`config.mk`:
```
export PLATFORM = sky130hd
export DESIGN_NAME = hazardUnit
export DESIGN_NICKNAME = d
export VERILOG_FILES = /design/src/hazardPkg.sv /design/src/instrDecode.sv /design/src/stagePipe.sv /design/src/regHazardCheck.sv /design/src/memHazardCheck.sv /design/src/hazardUnit.sv
export VERILOG_INCLUDE_DIRS = /design/src
export SDC_FILE = /design/constraint.sdc
export NUM_CORES = 1
export LEC_CHECK = 0
export BUFFER_PORTS_ARGS = -buffer_cell sky130_fd_sc_hd__clkbuf_2
export CELL_PAD_IN_SITES_DETAIL_PLACEMENT = 0
export CELL_PAD_IN_SITES_GLOBAL_PLACEMENT = 1
export CORE_UTILIZATION = 40
export CTS_BUF_LIST = sky130_fd_sc_hd__clkbuf_16
export DETAILED_ROUTE_END_ITERATION = 10
export PLACE_DENSITY_LB_ADDON = 0.1
export SLEW_MARGIN = 10
export SYNTH_ARGS = -nofsm -noshare
export SYNTH_HDL_FRONTEND = slang
export SYNTH_SLANG_ARGS = --single-unit
```
`constraint.sdc`:
```
create_clock -name clk -period 3.4 [get_ports clk]
set_clock_uncertainty 0.1 [all_clocks]
set_input_delay 0.34 -clock clk [delete_from_list [all_inputs] [get_ports clk]]
set_output_delay 0.34 -clock clk [all_outputs]
set_load 0.05 [all_outputs]
```
`src/hazard_settings.svh`:
```
`ifndef HAZARD_SETTINGS_SVH
`define HAZARD_SETTINGS_SVH

// Datapath and address width
`define HAZ_DATA_W 16

// Eight architectural registers
`define HAZ_REG_W 3

// Shadowed stages ID, EX, MEM, WB
`define HAZ_STAGES 4

// Direct jump opcodes, instr[15:11]
`define HAZ_OP_J   5'b00100
`define HAZ_OP_JAL 5'b00110

// JAL writes its return address here
`define HAZ_LINK_REG 3'd7

`endif

```
`src/hazardPkg.sv`:
```
`include "hazard_settings.svh"

package hazardPkg;

    // Decoded fields of the instruction word in fetch
    typedef struct packed {
        logic [4:0]            opcode; // instr[15:11]
        logic [`HAZ_REG_W-1:0] rs;     // instr[10:8]
        logic [`HAZ_REG_W-1:0] rt;     // instr[7:5]
    } instrFields;

    // Register write record shadowing one stage
    // Valid bit sits in the LSB so the shadow pipeline can cull it
    typedef struct packed {
        logic [`HAZ_REG_W-1:0] rd;    // Destination register
        logic                  valid; // Instruction writes rd
    } regRecord;

    // Memory access record shadowing one stage
    typedef struct packed {
        logic [`HAZ_DATA_W-1:0] addr;  // reg1Data + imm
        logic                   memEn; // Stage accesses memory
    } memRecord;

    // Forwarding paths for the instruction in fetch
    // MSB first, in the order of the 6-bit forwarding bus
    typedef struct packed {
        logic exToExRs;  // ID record feeds rs
        logic memToExRs; // EX record feeds rs
        logic exToExRt;  // ID record feeds rt
        logic memToExRt; // EX record feeds rt
        logic exToIdRs;  // EX record feeds rs at decode
        logic memToIdRs; // MEM record feeds rs at decode
    } fwdFlags;

endpackage

```
`src/instrDecode.sv`:
```
`timescale 1ns/1ps
`include "hazard_settings.svh"

module instrDecode (
    input  logic [`HAZ_DATA_W-1:0] instr,  // Instruction word from fetch
    output hazardPkg::instrFields  fields, // Opcode and source registers
    output logic                   isJump, // J or JAL, needs one bubble
    output logic                   isLink  // JAL, writes the link register
);

    localparam int OpMsb = `HAZ_DATA_W - 1;
    localparam int RsMsb = OpMsb - 5;          // Opcode is five bits wide
    localparam int RtMsb = RsMsb - `HAZ_REG_W;

    logic [4:0] opcode;

    assign opcode = instr[OpMsb -: 5];

    // Field split, same layout for every format that reads registers
    assign fields.opcode = opcode;
    assign fields.rs     = instr[RsMsb -: `HAZ_REG_W];
    assign fields.rt     = instr[RtMsb -: `HAZ_REG_W];

    always_comb begin
        isJump = 1'b0;
        isLink = 1'b0;
        case (opcode)
            `HAZ_OP_J: begin
                isJump = 1'b1;      // Plain jump
            end
            `HAZ_OP_JAL: begin
                isJump = 1'b1;
                isLink = 1'b1;      // Jump and link
            end
            // Branches resolve later through branchTaken
            // JR and JALR are not handled here
            default: begin
                isJump = 1'b0;
                isLink = 1'b0;
            end
        endcase
    end

endmodule

```
`src/stagePipe.sv`:
```
`timescale 1ns/1ps
`include "hazard_settings.svh"

// Shadow of the ID, EX, MEM and WB stages for one record type
// Index 0 is ID, index HAZ_STAGES-1 is WB
module stagePipe #(
    parameter type payloadT = logic  // LSB of the payload is its valid bit
) (
    input  logic                          clk,
    input  logic                          reset,
    input  payloadT                       entryIn,     // Record of the fetched instruction
    input  logic                          stall,       // Bubble enters instead
    input  logic                          branchTaken, // Cull the entry in ID
    output payloadT [`HAZ_STAGES-1:0]     stages       // Visible view
);

    localparam int PayloadW = $bits(payloadT);

    payloadT [`HAZ_STAGES-1:0] stageQ;
    logic    [PayloadW-1:0]    idBits;
    payloadT                   idView;

    // ID entry with its valid bit cleared on a taken branch
    always_comb begin
        idBits    = stageQ[0];
        idBits[0] = idBits[0] & ~branchTaken;
        idView    = payloadT'(idBits);
    end

    always_comb begin
        stages    = stageQ;
        stages[0] = idView;   // Checkers see the culled entry
    end

    always_ff @(posedge clk) begin
        if (reset) begin
            stageQ <= '0;                                // All entries invalid
        end else begin
            stageQ[0] <= stall ? payloadT'('0) : entryIn; // Bubble on stall
            stageQ[1] <= idView;                          // Cull moves into EX
            for (int i = 2; i < `HAZ_STAGES; i++) begin
                stageQ[i] <= stageQ[i-1];                 // EX to MEM, MEM to WB
            end
        end
    end

endmodule

```
`src/regHazardCheck.sv`:
```
`timescale 1ns/1ps
`include "hazard_settings.svh"

module regHazardCheck (
    input  hazardPkg::instrFields                  fields,    // Sources of the new instruction
    input  hazardPkg::regRecord [`HAZ_STAGES-1:0]  stages,    // Visible register records
    output logic                                   regHazard, // RAW on rs or rt
    output hazardPkg::fwdFlags                     forwards
);

    localparam int IdIdx  = 0;
    localparam int ExIdx  = 1;
    localparam int MemIdx = 2;

    logic [`HAZ_STAGES-1:0] rsHit;
    logic [`HAZ_STAGES-1:0] rtHit;

    // Per stage match against a valid writer
    always_comb begin
        for (int i = 0; i < `HAZ_STAGES; i++) begin
            rsHit[i] = stages[i].valid && (stages[i].rd == fields.rs);
            rtHit[i] = stages[i].valid && (stages[i].rd == fields.rt);
        end
    end

    // Any writer still in flight blocks the read
    // Bubbles and culled entries carry valid low and never match
    assign regHazard = |rsHit || |rtHit;

    // Instruction in ID reaches EX next, so its result forwards EX to EX
    assign forwards.exToExRs  = rsHit[IdIdx];
    assign forwards.exToExRt  = rtHit[IdIdx];

    // One stage further back, the value comes out of MEM
    assign forwards.memToExRs = rsHit[ExIdx];
    assign forwards.memToExRt = rtHit[ExIdx];

    // Decode-side paths, for register jumps
    assign forwards.exToIdRs  = rsHit[ExIdx];
    assign forwards.memToIdRs = rsHit[MemIdx];

endmodule

```
`src/memHazardCheck.sv`:
```
`timescale 1ns/1ps
`include "hazard_settings.svh"

module memHazardCheck (
    input  logic                   clk,
    input  logic                   reset,
    input  logic [`HAZ_DATA_W-1:0] reg1Data,    // Base register value
    input  logic [`HAZ_DATA_W-1:0] imm,         // Offset
    input  logic                   memEnable,   // New instruction accesses memory
    input  logic                   stall,
    input  logic                   branchTaken,
    output logic                   memHazard    // Same address still in flight
);

    logic [`HAZ_DATA_W-1:0]                   memAddr;
    hazardPkg::memRecord                      memEntry;
    hazardPkg::memRecord [`HAZ_STAGES-1:0]    memStages;
    logic [`HAZ_STAGES-1:0]                   addrHit;

    assign memAddr = reg1Data + imm;   // Carry out dropped

    assign memEntry.addr  = memAddr;
    assign memEntry.memEn = memEnable;

    stagePipe #(
        .payloadT(hazardPkg::memRecord)
    ) memPipe (
        .clk        (clk),
        .reset      (reset),
        .entryIn    (memEntry),
        .stall      (stall),
        .branchTaken(branchTaken),
        .stages     (memStages)
    );

    // Each stage's enable paired with its own address
    always_comb begin
        for (int i = 0; i < `HAZ_STAGES; i++) begin
            addrHit[i] = memStages[i].memEn && (memStages[i].addr == memAddr);
        end
    end

    assign memHazard = memEnable && |addrHit;

endmodule

```
`src/hazardUnit.sv`:
```
`timescale 1ns/1ps
`include "hazard_settings.svh"

module hazardUnit (
    input  logic [`HAZ_DATA_W-1:0] instr,       // Instruction word in fetch
    input  logic [`HAZ_REG_W-1:0]  rd,          // Destination from the decoder
    input  logic                   writeEn,     // Instruction writes rd
    input  logic                   memEnable,   // Instruction accesses memory
    input  logic [`HAZ_DATA_W-1:0] reg1Data,    // Base for the access address
    input  logic [`HAZ_DATA_W-1:0] imm,         // Offset for the access address
    input  logic                   branchTaken, // Squash the instruction in ID
    input  logic                   clk,
    input  logic                   reset,
    output logic                   nop,         // Insert a bubble
    output logic                   pcStall,     // Hold the PC
    output hazardPkg::fwdFlags     forwards
);

    hazardPkg::instrFields                  fields;
    logic                                   isJump;
    logic                                   isLink;
    hazardPkg::regRecord                    regEntry;
    hazardPkg::regRecord [`HAZ_STAGES-1:0]  regStages;
    logic                                   regHazard;
    logic                                   memHazard;
    logic                                   jumpBubble; // Jump already took its bubble
    logic                                   jumpNop;
    logic                                   stall;

    instrDecode decode0 (
        .instr (instr),
        .fields(fields),
        .isJump(isJump),
        .isLink(isLink)
    );

    // JAL writes the link register regardless of rd
    assign regEntry.rd    = isLink ? `HAZ_LINK_REG : rd;
    assign regEntry.valid = writeEn;

    stagePipe #(
        .payloadT(hazardPkg::regRecord)
    ) regPipe (
        .clk        (clk),
        .reset      (reset),
        .entryIn    (regEntry),
        .stall      (stall),
        .branchTaken(branchTaken),
        .stages     (regStages)
    );

    regHazardCheck regCheck0 (
        .fields   (fields),
        .stages   (regStages),
        .regHazard(regHazard),
        .forwards (forwards)
    );

    memHazardCheck memCheck0 (
        .clk        (clk),
        .reset      (reset),
        .reg1Data   (reg1Data),
        .imm        (imm),
        .memEnable  (memEnable),
        .stall      (stall),
        .branchTaken(branchTaken),
        .memHazard  (memHazard)
    );

    assign jumpNop = isJump && !jumpBubble;    // First sight of the jump
    assign stall   = regHazard || memHazard || jumpNop;
    assign nop     = stall;
    assign pcStall = stall;

    // Set only when the jump was the sole reason to stall
    always_ff @(posedge clk) begin
        if (reset) begin
            jumpBubble <= 1'b0;
        end else begin
            jumpBubble <= jumpNop && !regHazard && !memHazard;
        end
    end

endmodule

```
==> flow_metrics.py, run 1 <==
metrics = {
    "min_path": {
        "worstHoldPathCells": 3,
        "hold_end": "regPipe.stageQ[0]",
        "hold_class": "input pin to register",
        "hold_path_startpoint": "writeEn",
    },
    "timing": {
        "setup_ws_ns": -0.416,
        "fin_crit_sh": 1.12,
        "finalHoldViolations": 0,
        "slew_headroom": 0.539,
        "whs_ns": 0.102,
        "worst_slew_pin_slew_ns": 0.689,
        "setup_violations": 2,
        "timing.fmax_mhz": 262,
        "slew_violations": 0,
        "rsz0062_at_grt": "yes",
        "post-route-min-period_ns": 3.82,
    },
    "layout": {
        "multi_input_area_sq_mm": 0.00289,
        "seq_area_sq_mm": 0.00170,
        "fin_nets": 684,
        "antenna_cells": 0,
        "layout-drive-gt1-share": 0.329,
        "areaGrowthSynthToFinish_pct": 36.6,
        "fillCellCount": 1017,
    },
    "clocking": {
        "clkSinkCount": 85,
        "cts_tree": "yes",
        "clk_path_buf_depth": 2,
        "cts_buffers": 9,
        "root_buffer": "clkbuf_16",
        "clk_latency_ns": 0.34,
        "htreeDepth": 3,
        "cts.reportedPaths.clkPinSlew_ns": 0.06,
    },
    "synth": {
        "netlist.top_cell.by_area": "dfxtp_1",
        "synthTopCellsByCount": "dfxtp_1 (85), nor2b_1 (59), xnor2_1 (56)",
        "yosys.area_share.adder": 0.0459,
        "yosysSeqAreaShare": 0.376,
        "syn-cell-area_sq_mm": 0.00452,
        "synth_area_leaders": "dfxtp_1 (38%), xnor2_1 (11%), nor2b_1 (8.2%), xor2_1 (7.4%), ha_1 (4.1%)",
        "synth_seq_cells": 85,
        "synth_cells": 480,
        "yosysWarnings": 0,
        "yosys.area.top_type_share": 0.376,
        "synth_enable_flop_cells": 0,
        "synth-compound-area-share": 0.115,
        "async_flop_share": 0,
        "synth-simple-area-share": 0.230,
        "syn-num-nets": 552,
        "avgSynthCellArea_sq_um": 9.43,
        "yosys.cell_count.top_type": "dfxtp_1",
        "synth_cell_types": 64,
        "synth_top_family_by_area": "simple AND/OR/NAND/NOR gates",
        "ys.flop_type": "dfxtp_1",
        "synth_mux_area_frac": 0.00470,
        "synth_xor_area_frac": 0.199,
    },
    "flow_run": {
        "max_cap_viol_count": 0,
    },
    "worst_setup_path": {
        "endpoint_kind": "output port",
        "crit_type": "input pin to output port",
        "cpMostUsedCell": "buf_6",
        "worst_setup_path_start_kind": "input pin",
        "r2r_end": "memCheck0.memPipe.stageQ[0]",
        "required_ns": 2.96,
        "cpPeakStageDelay_ns": 0.45,
        "cp_num_buf_inv": 5,
        "r2r-start": "regPipe.stages[6]",
        "critPathSlowestCell": "o41a_4",
        "worst-path-max-fanout": 4,
        "ff2ff_setup_slack_ns": 0.65,
        "cp_cell_sequence": "buf_6, ha_4, a211o_1, buf_6, a41oi_4, a21oi_4, a22oi_2, buf_6, buf_6, xor3_1, nand3_2, nor4_4, o41a_4, or2_4, clkbuf_16",
        "rr_worst_depth": 8,
        "crit_family": "compound AO/OA/AOI/OAI gates",
        "arrival_ns": 3.38,
    },
    "power": {
        "ir_drop_mv": 0.337,
        "switchingPower_uw": 881,
        "p_clk_frac": 0.339,
        "seqPwrFrac": 0.358,
        "p_per_area_mw_per_mm2": 499,
        "internal-power_mw": 2.20,
        "switching_share": 0.286,
        "p_leak_nw": 2.60,
        "total_power_mw": 3.08,
        "combPwrFrac": 0.303,
    },
    "drt": {
        "wl_mm": 10.6,
        "routed_via_density": 4.92,
        "vias": 3722,
        "drc_errors": 0,
        "wl_per_cell_um": 14.1,
        "dr.pass1.iters": 4,
        "antenna_left": 0,
        "drt-initial-drc-count": 112,
    },
    "die": {
        "core_sq_mm": 0.0109,
        "die_x_um": 108,
        "die_h_um": 108,
        "initial_core_util": 0.414,
        "io_pins": 64,
        "die-area_sq_mm": 0.0117,
        "rows": 38,
    },
    "placement": {
        "place_congestion": 0.871,
        "numPortBuffers": 58,
        "dp_hpwl_mm": 8.13,
    },
    "global_route": {
        "grt.overflow.total": 0,
        "antenna_found_initial": 0,
        "gr-usage-all-layers": 0.192,
        "grt_pass1_wl_mm": 17.1,
        "grt_pass1_vias": 3597,
        "grt_start_max_net_pins": 39,
    },
    "outcome": {
        "outcome": "complete, but fails checks",
        "violations": "negative setup slack",
    },
}
## cells by family after synthesis
group | count (synthesis)
buffers and inverters | 28
DFF | 85
and+or+nand+nor | 186
muxes | 2
AOI/OAI and AO/OA | 65
adders and majority gates | 16
xor gates and xnor gates | 98
## registers in the layout, summed over array words and instances, names as in the netlist
signal / flops
memCheck0.memPipe.stages: 67
regPipe.stages: 15
jumpBubble: 1
memCheck0.memPipe.stageQ: 1
regPipe.stageQ: 1
## worst reg2reg max path, stage by stage, from the launching register on
cell and delay (ns):
dfxtp_1 0.38, xor2_1 0.21, o31ai_1 0.10, or3_1 0.30
nor4b_1 0.49, o21ai_1 0.34, nor2_1 0.30, buf_4 0.27
and3_1 0.21
## routing by layer
layer / up-vias / share of wire / GRT usage
li1: 1914 / - / -
met1: 1753 / 0.46 / 0.243
met2: 42 / 0.50 / 0.320
met3: 13 / 0.026 / 0.0362
met4: 0 / 0.015 / 0.0772
met5: - / 0 / 0
## timing repair
action / CTS / global route
cloned: 0 / 0
setup buffers: 5 / 8
pin swaps: 15 / 19
hold buffers: 0 / 0
gates resized for setup: 21 / 30
endpoints found under the setup margin: 23 / 23
## layout make-up
| type | count | share of cell area |
|---|---|---|
| Clock buffer | 9 | 0.0365 |
| Clock inverter | 7 | 0.0158 |
| Inverter | 3 | 0.00182 |
| Multi-Input combinational cell | 367 | 0.468 |
| Sequential cell | 85 | 0.275 |
| Tap cell | 140 | 0.0284 |
| Timing Repair Buffer | 146 | 0.174 |
## how the worst max path moves through the flow
stage	from	end	slack [ns]	depth (start not counted)
after floorplan	reg1Data[0]	pcStall	-0.39	12
after global placement	reg1Data[0]	pcStall	-0.58	14
after detailed placement	reg1Data[0]	pcStall	-0.63	14
after CTS	imm[0]	pcStall	-0.41	15
after global routing	imm[1]	nop	-0.51	16
final	imm[1]	nop	-0.42	15
## power by group through the flow
stage / registers, mW / clock network, mW / logic, mW
3_5_place_dp: 1.12 / 0 / 0.814
6_report: 1.10 / 1.04 / 0.934
5_1_grt: 1.11 / 1.11 / 1.02
2_1_floorplan: 1.11 / 0 / 0.514
4_1_cts: 1.10 / 1.07 / 0.869
3_3_place_gp: 1.12 / 0 / 0.810
## metrics by stage
| step | instance area [sq um] | util | std cells | TNS [ns] | setup slack, ns |
|---|---|---|---|---|---|
| 2_1_floorplan | 4570 | - | 480 | -0.611 | -0.391 |
| 3_3_place_gp | 5490 | 0.502 | 730 | -7.07 | -0.578 |
| 3_5_place_dp | 5490 | 0.502 | 730 | -9.32 | -0.626 |
| 4_1_cts | 5970 | 0.546 | 750 | -0.814 | -0.407 |
| 5_1_grt | 6180 | 0.565 | 757 | -1.01 | -0.506 |
| 6_report | 6180 | 0.565 | 757 | -0.829 | -0.416 |
## layout by cell type (no fill, tap or decap), types with 4 or more instances in the layout
master,netlist,final
a21o_1,4,4
a21oi_1,15,14
buf_4,3,75
buf_6,1,16
clkbuf_16,0,11
clkbuf_2,0,52
dfxtp_1,85,85
ha_1,15,13
inv_1,3,4
nand2_1,28,28
nand3_1,12,11
nand4_1,10,10
nor2_1,29,29
nor2b_1,59,59
nor3_1,12,11
nor4_1,12,8
nor4_2,2,4
o21a_1,4,4
o21ai_0,11,11
xnor2_1,56,53
xor2_1,38,34
xor2_2,2,5
Power figures use the tool's default switching activity.
==> inputs of run 2 (changes only) <==
--- a/config.mk
+++ b/config.mk
@@ -6,10 +6,11 @@
 export SDC_FILE = /design/constraint.sdc
 export NUM_CORES = 1
 export LEC_CHECK = 0
+export ABC_AREA = 1
 export BUFFER_PORTS_ARGS = -buffer_cell sky130_fd_sc_hd__clkbuf_2
 export CELL_PAD_IN_SITES_DETAIL_PLACEMENT = 0
 export CELL_PAD_IN_SITES_GLOBAL_PLACEMENT = 1
-export CORE_UTILIZATION = 40
+export CORE_UTILIZATION = 37
 export CTS_BUF_LIST = sky130_fd_sc_hd__clkbuf_16
 export DETAILED_ROUTE_END_ITERATION = 10
 export PLACE_DENSITY_LB_ADDON = 0.1
==> run 2 against run 1 <==
Compared with the run above:
- the run now ends clean
- clock-buffer cell count unchanged
- sequential power hardly changed
- synthesized cell count grew 59%
- sequential share of layout area rose by 2.0 points
- design area fell by 6.7%
- critical path depth rose by 6
- worst hold slack better by 0.0032 ns
- fmax increased by 21%
- largest cell class unchanged
==> flow_metrics.py, run 2 <==
metrics = {
    "worst_setup_path": {
        "rr_worst_depth": 19,
        "cpMostUsedCell": "nand2_1",
        "cpPeakStageDelay_ns": 0.38,
        "cp_cell_sequence": "clkbuf_2, ha_2, fa_2, nand2_2, nand2_2, nand3_2, nand3_1, nand2_1, nand2_1, nand2_1, nor2_1, buf_4, nand2_1, inv_1, nand2_1, nor2_1, nand2_1, nand2_1, o21ai_2, nand3_2, buf_6",
        "startpoint": "reg1Data[0]",
        "ff2ff_setup_slack_ns": 1.24,
        "crit_family": "simple AND/OR/NAND/NOR gates",
        "r2r_end": "memCheck0.memPipe.stages[6]",
        "worst-path-max-fanout": 5,
        "critPathSlowestCell": "fa_2",
        "crit_type": "input pin to output port",
        "cp_num_buf_inv": 4,
        "r2r-start": "memCheck0.memPipe.stageQ[0]",
        "required_ns": 2.96,
        "endpoint_kind": "output port",
        "worst_setup_path_start_kind": "input pin",
        "arrival_ns": 2.70,
    },
    "power": {
        "p_per_area_mw_per_mm2": 472,
        "ir_drop_mv": 0.184,
        "p_leak_nw": 2.90,
    },
    "drt": {
        "wl_mm": 11.9,
        "route.met2.wl_mm": 5.56,
        "routed_via_density": 4.59,
        "vias": 4627,
        "drc_errors": 0,
        "met3WireLength_um": 422,
        "antenna_left": 0,
        "top_layer_used": "met4",
        "wl_per_cell_um": 11.8,
        "met1_length_mm": 5.70,
        "dr.pass1.iters": 4,
        "drt-initial-drc-count": 213,
    },
    "timing": {
        "fin_setup_tns_ns": 0,
        "setup_violations": 0,
        "worst_slew_pin_slew_ns": 0.748,
        "rsz0062_at_grt": "no",
        "finalHoldViolations": 0,
        "slew_violations": 0,
        "timing.fmax_mhz": 318,
        "setup_ws_ns": 0.258,
        "fin_crit_sh": 0.924,
        "whs_ns": 0.105,
        "post-route-min-period_ns": 3.14,
        "slew_headroom": 0.501,
    },
    "layout": {
        "areaGrowthSynthToFinish_pct": 19.1,
        "largest_reg_flops": 67,
        "seq_area_sq_mm": 0.00170,
        "layout-drive-gt1-share": 0.142,
        "fin_nets": 903,
        "final_cell_mix": "nand2_1 (193), nor2_1 (134), inv_1 (131), nand3_1 (87), dfxtp_1 (85)",
        "final_common_cell": "nand2_1",
        "antenna_cells": 0,
        "fillCellCount": 1379,
        "multi_input_area_sq_mm": 0.00264,
    },
    "synth": {
        "synth_enable_flop_cells": 0,
        "yosysWarnings": 0,
        "yosys.area.top_type_share": 0.352,
        "async_flop_share": 0,
        "netlist.top_cell.by_area": "dfxtp_1",
        "synthTopCellsByCount": "nand2_1 (196), nor2_1 (135), inv_1 (129)",
        "yosysSeqAreaShare": 0.352,
        "syn-num-nets": 833,
        "synth_cell_types": 33,
        "yosys.cell_count.top_type": "nand2_1",
        "synth_seq_cells": 85,
        "avgSynthCellArea_sq_um": 6.36,
        "synth_area_leaders": "dfxtp_1 (35%), nand2_1 (15%), nor2_1 (10%), inv_1 (10%), nand3_1 (9.2%)",
        "ys.flop_type": "dfxtp_1",
        "syn-cell-area_sq_mm": 0.00484,
        "synth_cells": 761,
    },
    "min_path": {
        "worstHoldPathCells": 3,
        "hold_path_startpoint": "writeEn",
        "hold_class": "input pin to register",
        "hold_end": "regPipe.stageQ[0]",
    },
    "clocking": {
        "htreeDepth": 3,
        "root_buffer": "clkbuf_16",
        "cts.reportedPaths.clkPinSlew_ns": 0.06,
        "clk_latency_ns": 0.34,
        "cts_tree": "yes",
        "clk_path_buf_depth": 2,
        "cts_buffers": 9,
        "clkSinkCount": 85,
    },
    "global_route": {
        "grt_pass1_vias": 4343,
        "grt.overflow.total": 0,
        "gr-usage-all-layers": 0.189,
        "antenna_found_initial": 0,
        "grt_pass1_wl_mm": 19.6,
        "grt_start_max_net_pins": 36,
    },
    "die": {
        "rows": 41,
        "core_sq_mm": 0.0127,
        "io_pins": 64,
        "die-area_sq_mm": 0.0135,
        "initial_core_util": 0.382,
        "die_x_um": 116,
        "die_h_um": 116,
    },
    "flow_run": {
        "max_cap_viol_count": 0,
    },
    "outcome": {
        "outcome": "finished, final reports clean",
    },
    "placement": {
        "dp_hpwl_mm": 9.43,
        "numPortBuffers": 58,
        "place_congestion": 0.827,
        "place_ws_ns": 0.0261,
    },
}
run 2: changes by cell type after synthesis, sizes merged, moves of 7 or more:
cell / delta
nand2: +179
inv: +126
nor2: +110
nand3: +79
nor2b: -59
xnor2: -49
xor2: -26
nor4: -13
nor3: -11
nand3b: +9
buf: -7
run 2: cells by family (layout without fill, tap and decap cells):
| group | after synthesis | count (layout) | share of synthesized area |
|---|---|---|---|
| fa+ha+maj | 16 | 16 | 0.0429 |
| compound gates | 42 | 42 | 0.0535 |
| simple gates | 456 | 456 | 0.400 |
| buf+inv | 141 | 216 | 0.114 |
| flops | 85 | 85 | 0.352 |
| xor+xnor | 21 | 21 | 0.0380 |
run 2: stage by stage:
step,cells,power [mW],util,cell area (sq um)
floorplan,761,1.57,-,4870
global placement,991,1.75,0.428,5420
detailed placement,991,1.75,0.428,5420
CTS,1007,2.74,0.451,5720
global route,1008,2.89,0.455,5760
finish,1008,2.72,0.455,5760
run 2: repair_timing:
| item | 4_1_cts | 5_1_grt |
|---|---|---|
| hold endpoints to repair | 0 | 0 |
| buffers inserted | 0 | 1 |
| hold buffers | 0 | 0 |
| setup endpoints to repair | 0 | 2 |
| gates resized for setup | 0 | 16 |
run 2: tightest hold or removal path, delay by kind of cell:
family | cells | cell delay [ns]
buffers and inverters | 2 | 0.13
and+or+nand+nor | 1 | 0.04
run 2: worst max-delay path by stage:
stage | end | slack [ns] | depth (start not counted)
2_1_floorplan | pcStall | 0.02 | 19
3_3_place_gp | pcStall | 0.05 | 21
3_5_place_dp | nop | 0.03 | 21
4_1_cts | nop | 0.01 | 22
5_1_grt | nop | 0.02 | 21
6_report | nop | 0.26 | 21
run 2: routing by layer:
layer  GRT usage  vias to the layer above
li1            -                     2498
met4      0.0667                        0
met5           0                        -
met3      0.0374                       16
met1       0.235                     2047
met2       0.324                       66
run 2: area by class of cell:
class                           count  area share
Clock buffer                        9      0.0391
Clock inverter                      7      0.0119
Inverter                          129      0.0840
Multi-Input combinational cell    535       0.459
Sequential cell                    85       0.295
Tap cell                          172      0.0373
Timing Repair Buffer               71      0.0738
run 2: report_power, final:
part / internal (mW) / total, mW / switching (mW)
clock network: 0.565 / 0.979 / 0.414
logic: 0.241 / 0.654 / 0.413
registers: 1.06 / 1.09 / 0.0301
total: 1.86 / 2.72 / 0.857
==> inputs of run 3 (changes only) <==
--- a/config.mk
+++ b/config.mk
@@ -10,8 +10,8 @@
 export BUFFER_PORTS_ARGS = -buffer_cell sky130_fd_sc_hd__clkbuf_2
 export CELL_PAD_IN_SITES_DETAIL_PLACEMENT = 0
 export CELL_PAD_IN_SITES_GLOBAL_PLACEMENT = 1
-export CORE_UTILIZATION = 37
-export CTS_BUF_LIST = sky130_fd_sc_hd__clkbuf_16
+export CORE_UTILIZATION = 38
+export CTS_BUF_LIST = sky130_fd_sc_hd__clkbuf_2 sky130_fd_sc_hd__clkbuf_4 sky130_fd_sc_hd__clkbuf_8
 export DETAILED_ROUTE_END_ITERATION = 10
 export PLACE_DENSITY_LB_ADDON = 0.1
 export SLEW_MARGIN = 10
==> run 3 against run 2 <==
Compared with the run above:
- core utilization grew 0.74 points
- global-route usage grew 0.43 points
- highest routed layer unchanged
- worst hold slack lost 0.050 ns
- critical path type unchanged
- setup slack lost 0.056 ns
- fmax shrank 1.7%
- critical path depth shrank 2
==> flow_metrics.py, run 3 (same netlist as run 2, synthesis figures left out) <==
metrics = {
    "clocking": {
        "cts.reportedPaths.clkPinSlew_ns": 0.10,
        "cts_tree": "yes",
        "root_buffer": "clkbuf_8",
        "postCtsSetupBuffers": 0,
        "clk_latency_ns": 0.37,
        "clk_path_buf_depth": 2,
        "htreeDepth": 3,
        "clkSinkCount": 85,
        "cts_buffers": 9,
        "cts_hold_buf": 0,
    },
    "layout": {
        "final_cell_mix": "nand2_1 (193), nor2_1 (133), inv_1 (129), nand3_1 (87), dfxtp_1 (85)",
        "layout-drive-gt1-share": 0.142,
        "areaGrowthSynthToFinish_pct": 16.6,
        "seq_area_sq_mm": 0.00170,
        "fin_nets": 900,
        "fillCellCount": 1361,
        "antenna_cells": 0,
        "fin_area_sq_mm": 0.00564,
        "largest_reg_flops": 67,
        "final_common_cell": "nand2_1",
        "multi_input_area_sq_mm": 0.00264,
    },
    "timing": {
        "fin_setup_tns_ns": 0,
        "finalHoldViolations": 0,
        "worst_slew_pin_slew_ns": 0.728,
        "fin_crit_sh": 0.941,
        "slew_violations": 0,
        "setup_violations": 0,
        "post-route-min-period_ns": 3.20,
        "timing.fmax_mhz": 313,
        "slew_headroom": 0.515,
    },
    "drt": {
        "drt-initial-drc-count": 266,
        "wl_per_cell_um": 11.8,
        "routed_via_density": 4.59,
        "antenna_left": 0,
        "dr.pass1.iters": 4,
        "wl_mm": 11.8,
        "drc_errors": 0,
        "vias": 4591,
    },
    "global_route": {
        "antenna_found_initial": 0,
        "grt_pass1_wl_mm": 19.9,
        "grt.overflow.total": 0,
        "grt_start_max_net_pins": 65,
        "gr-usage-all-layers": 0.193,
        "grt_pass1_vias": 4304,
    },
    "die": {
        "io_pins": 64,
        "die_h_um": 115,
        "core_sq_mm": 0.0122,
        "initial_core_util": 0.396,
        "die_x_um": 115,
        "rows": 40,
        "die-area_sq_mm": 0.0132,
    },
    "worst_setup_path": {
        "cp_num_buf_inv": 3,
        "cp_cell_sequence": "clkbuf_2, ha_1, fa_2, nand2_2, nand2_2, nand3_2, nand3_1, nand3_1, nand2_1, nor2_1, nand2_1, inv_1, nand3_1, nor2_1, nand2_1, nand2_1, o21ai_2, nand3_1, buf_6",
        "rr_worst_depth": 19,
        "r2r_end": "memCheck0.memPipe.stages[16]",
        "worst-path-max-fanout": 5,
        "cpPeakStageDelay_ns": 0.39,
        "ff2ff_setup_slack_ns": 1.19,
        "required_ns": 2.96,
        "r2r-start": "memCheck0.memPipe.stageQ[0]",
        "endpoint_kind": "output port",
        "critPathSlowestCell": "fa_2",
        "arrival_ns": 2.76,
        "crit_type": "input pin to output port",
        "crit_family": "simple AND/OR/NAND/NOR gates",
        "worst_setup_path_start_kind": "input pin",
    },
    "power": {
        "ir_drop_mv": 0.176,
        "p_clk_frac": 0.302,
        "switching_share": 0.340,
        "internal-power_mw": 1.64,
        "p_leak_nw": 2.84,
        "seqPwrFrac": 0.437,
        "p_per_area_mw_per_mm2": 439,
        "switchingPower_uw": 843,
        "combPwrFrac": 0.261,
    },
    "flow_run": {
        "max_cap_viol_count": 0,
    },
    "placement": {
        "place_congestion": 0.818,
        "post_dp_cell_area_sq_mm": 0.00540,
        "numPortBuffers": 58,
        "dp_hpwl_mm": 9.25,
    },
    "min_path": {
        "hold_class": "input pin to register",
        "hold_path_startpoint": "writeEn",
        "worstHoldPathCells": 3,
        "hold_end": "regPipe.stageQ[0]",
    },
    "outcome": {
        "outcome": "finished, final reports clean",
    },
}
run 3: changes by cell type in the layout (fill, tap and decap cells not counted), moves of 2 or more:
| cell | delta |
|---|---|
| clkbuf_8 | +9 |
| inv_6 | +3 |
| buf_4 | -3 |
| clkbuf_16 | -9 |
| clkinvlp_4 | -3 |
| inv_1 | -2 |
run 3: worst max path at each step:
stage,end,slack [ns],startpoint,cells after the start
floorplan,pcStall,0.02,reg1Data[0],19
global placement,pcStall,0.04,reg1Data[0],21
detailed placement,nop,0.02,reg1Data[0],21
CTS,nop,0.05,reg1Data[0],21
global route,nop,-0.02,reg1Data[0],21
finish,nop,0.20,reg1Data[0],19
run 3: tightest hold or removal path: stages:
cell      delay [ns]
clkbuf_2        0.08
inv_1           0.04
nor2_1          0.03
run 3: metal layers:
layer,GRT usage,up-vias,part of all wire
met5,0,-,0
met4,0.0545,0,0.0049
met3,0.0385,4,0.023
met2,0.329,59,0.47
met1,0.248,2046,0.50
li1,-,2482,-
run 3: stage by stage:
step,total power [mW],setup slack [ns],hold WS [ns],cells,utilization
2_1_floorplan,1.57,0.0151,0.309,761,-
3_3_place_gp,1.74,0.0416,0.324,985,0.443
3_5_place_dp,1.75,0.0157,0.326,985,0.443
4_1_cts,2.51,0.0461,0.0312,1001,0.460
5_1_grt,2.66,-0.0244,0.0382,1001,0.462
6_report,2.48,0.202,0.0547,1001,0.462
run 3: final cells by class:
class | instances | area share
Clock buffer | 9 | 0.0219
Clock inverter | 7 | 0.0140
Timing Repair Buffer | 68 | 0.0714
Multi-Input combinational cell | 535 | 0.468
Inverter | 129 | 0.0858
Sequential cell | 85 | 0.301
Tap cell | 168 | 0.0372
run 3: timing repair:
| item | 4_1_cts | 5_1_grt |
|---|---|---|
| pin swaps | 0 | 2 |
| resized for setup | 2 | 12 |
| endpoints found under the setup margin | 2 | 2 |
run 3: power groups by stage:
stage,sequential [mW],combinational [mW],clock (mW)
final,1.08,0.647,0.748
after global routing,1.09,0.746,0.821
after CTS,1.09,0.644,0.778
after detailed placement,1.11,0.639,0
after global placement,1.11,0.634,0
after floorplan,1.10,0.467,0
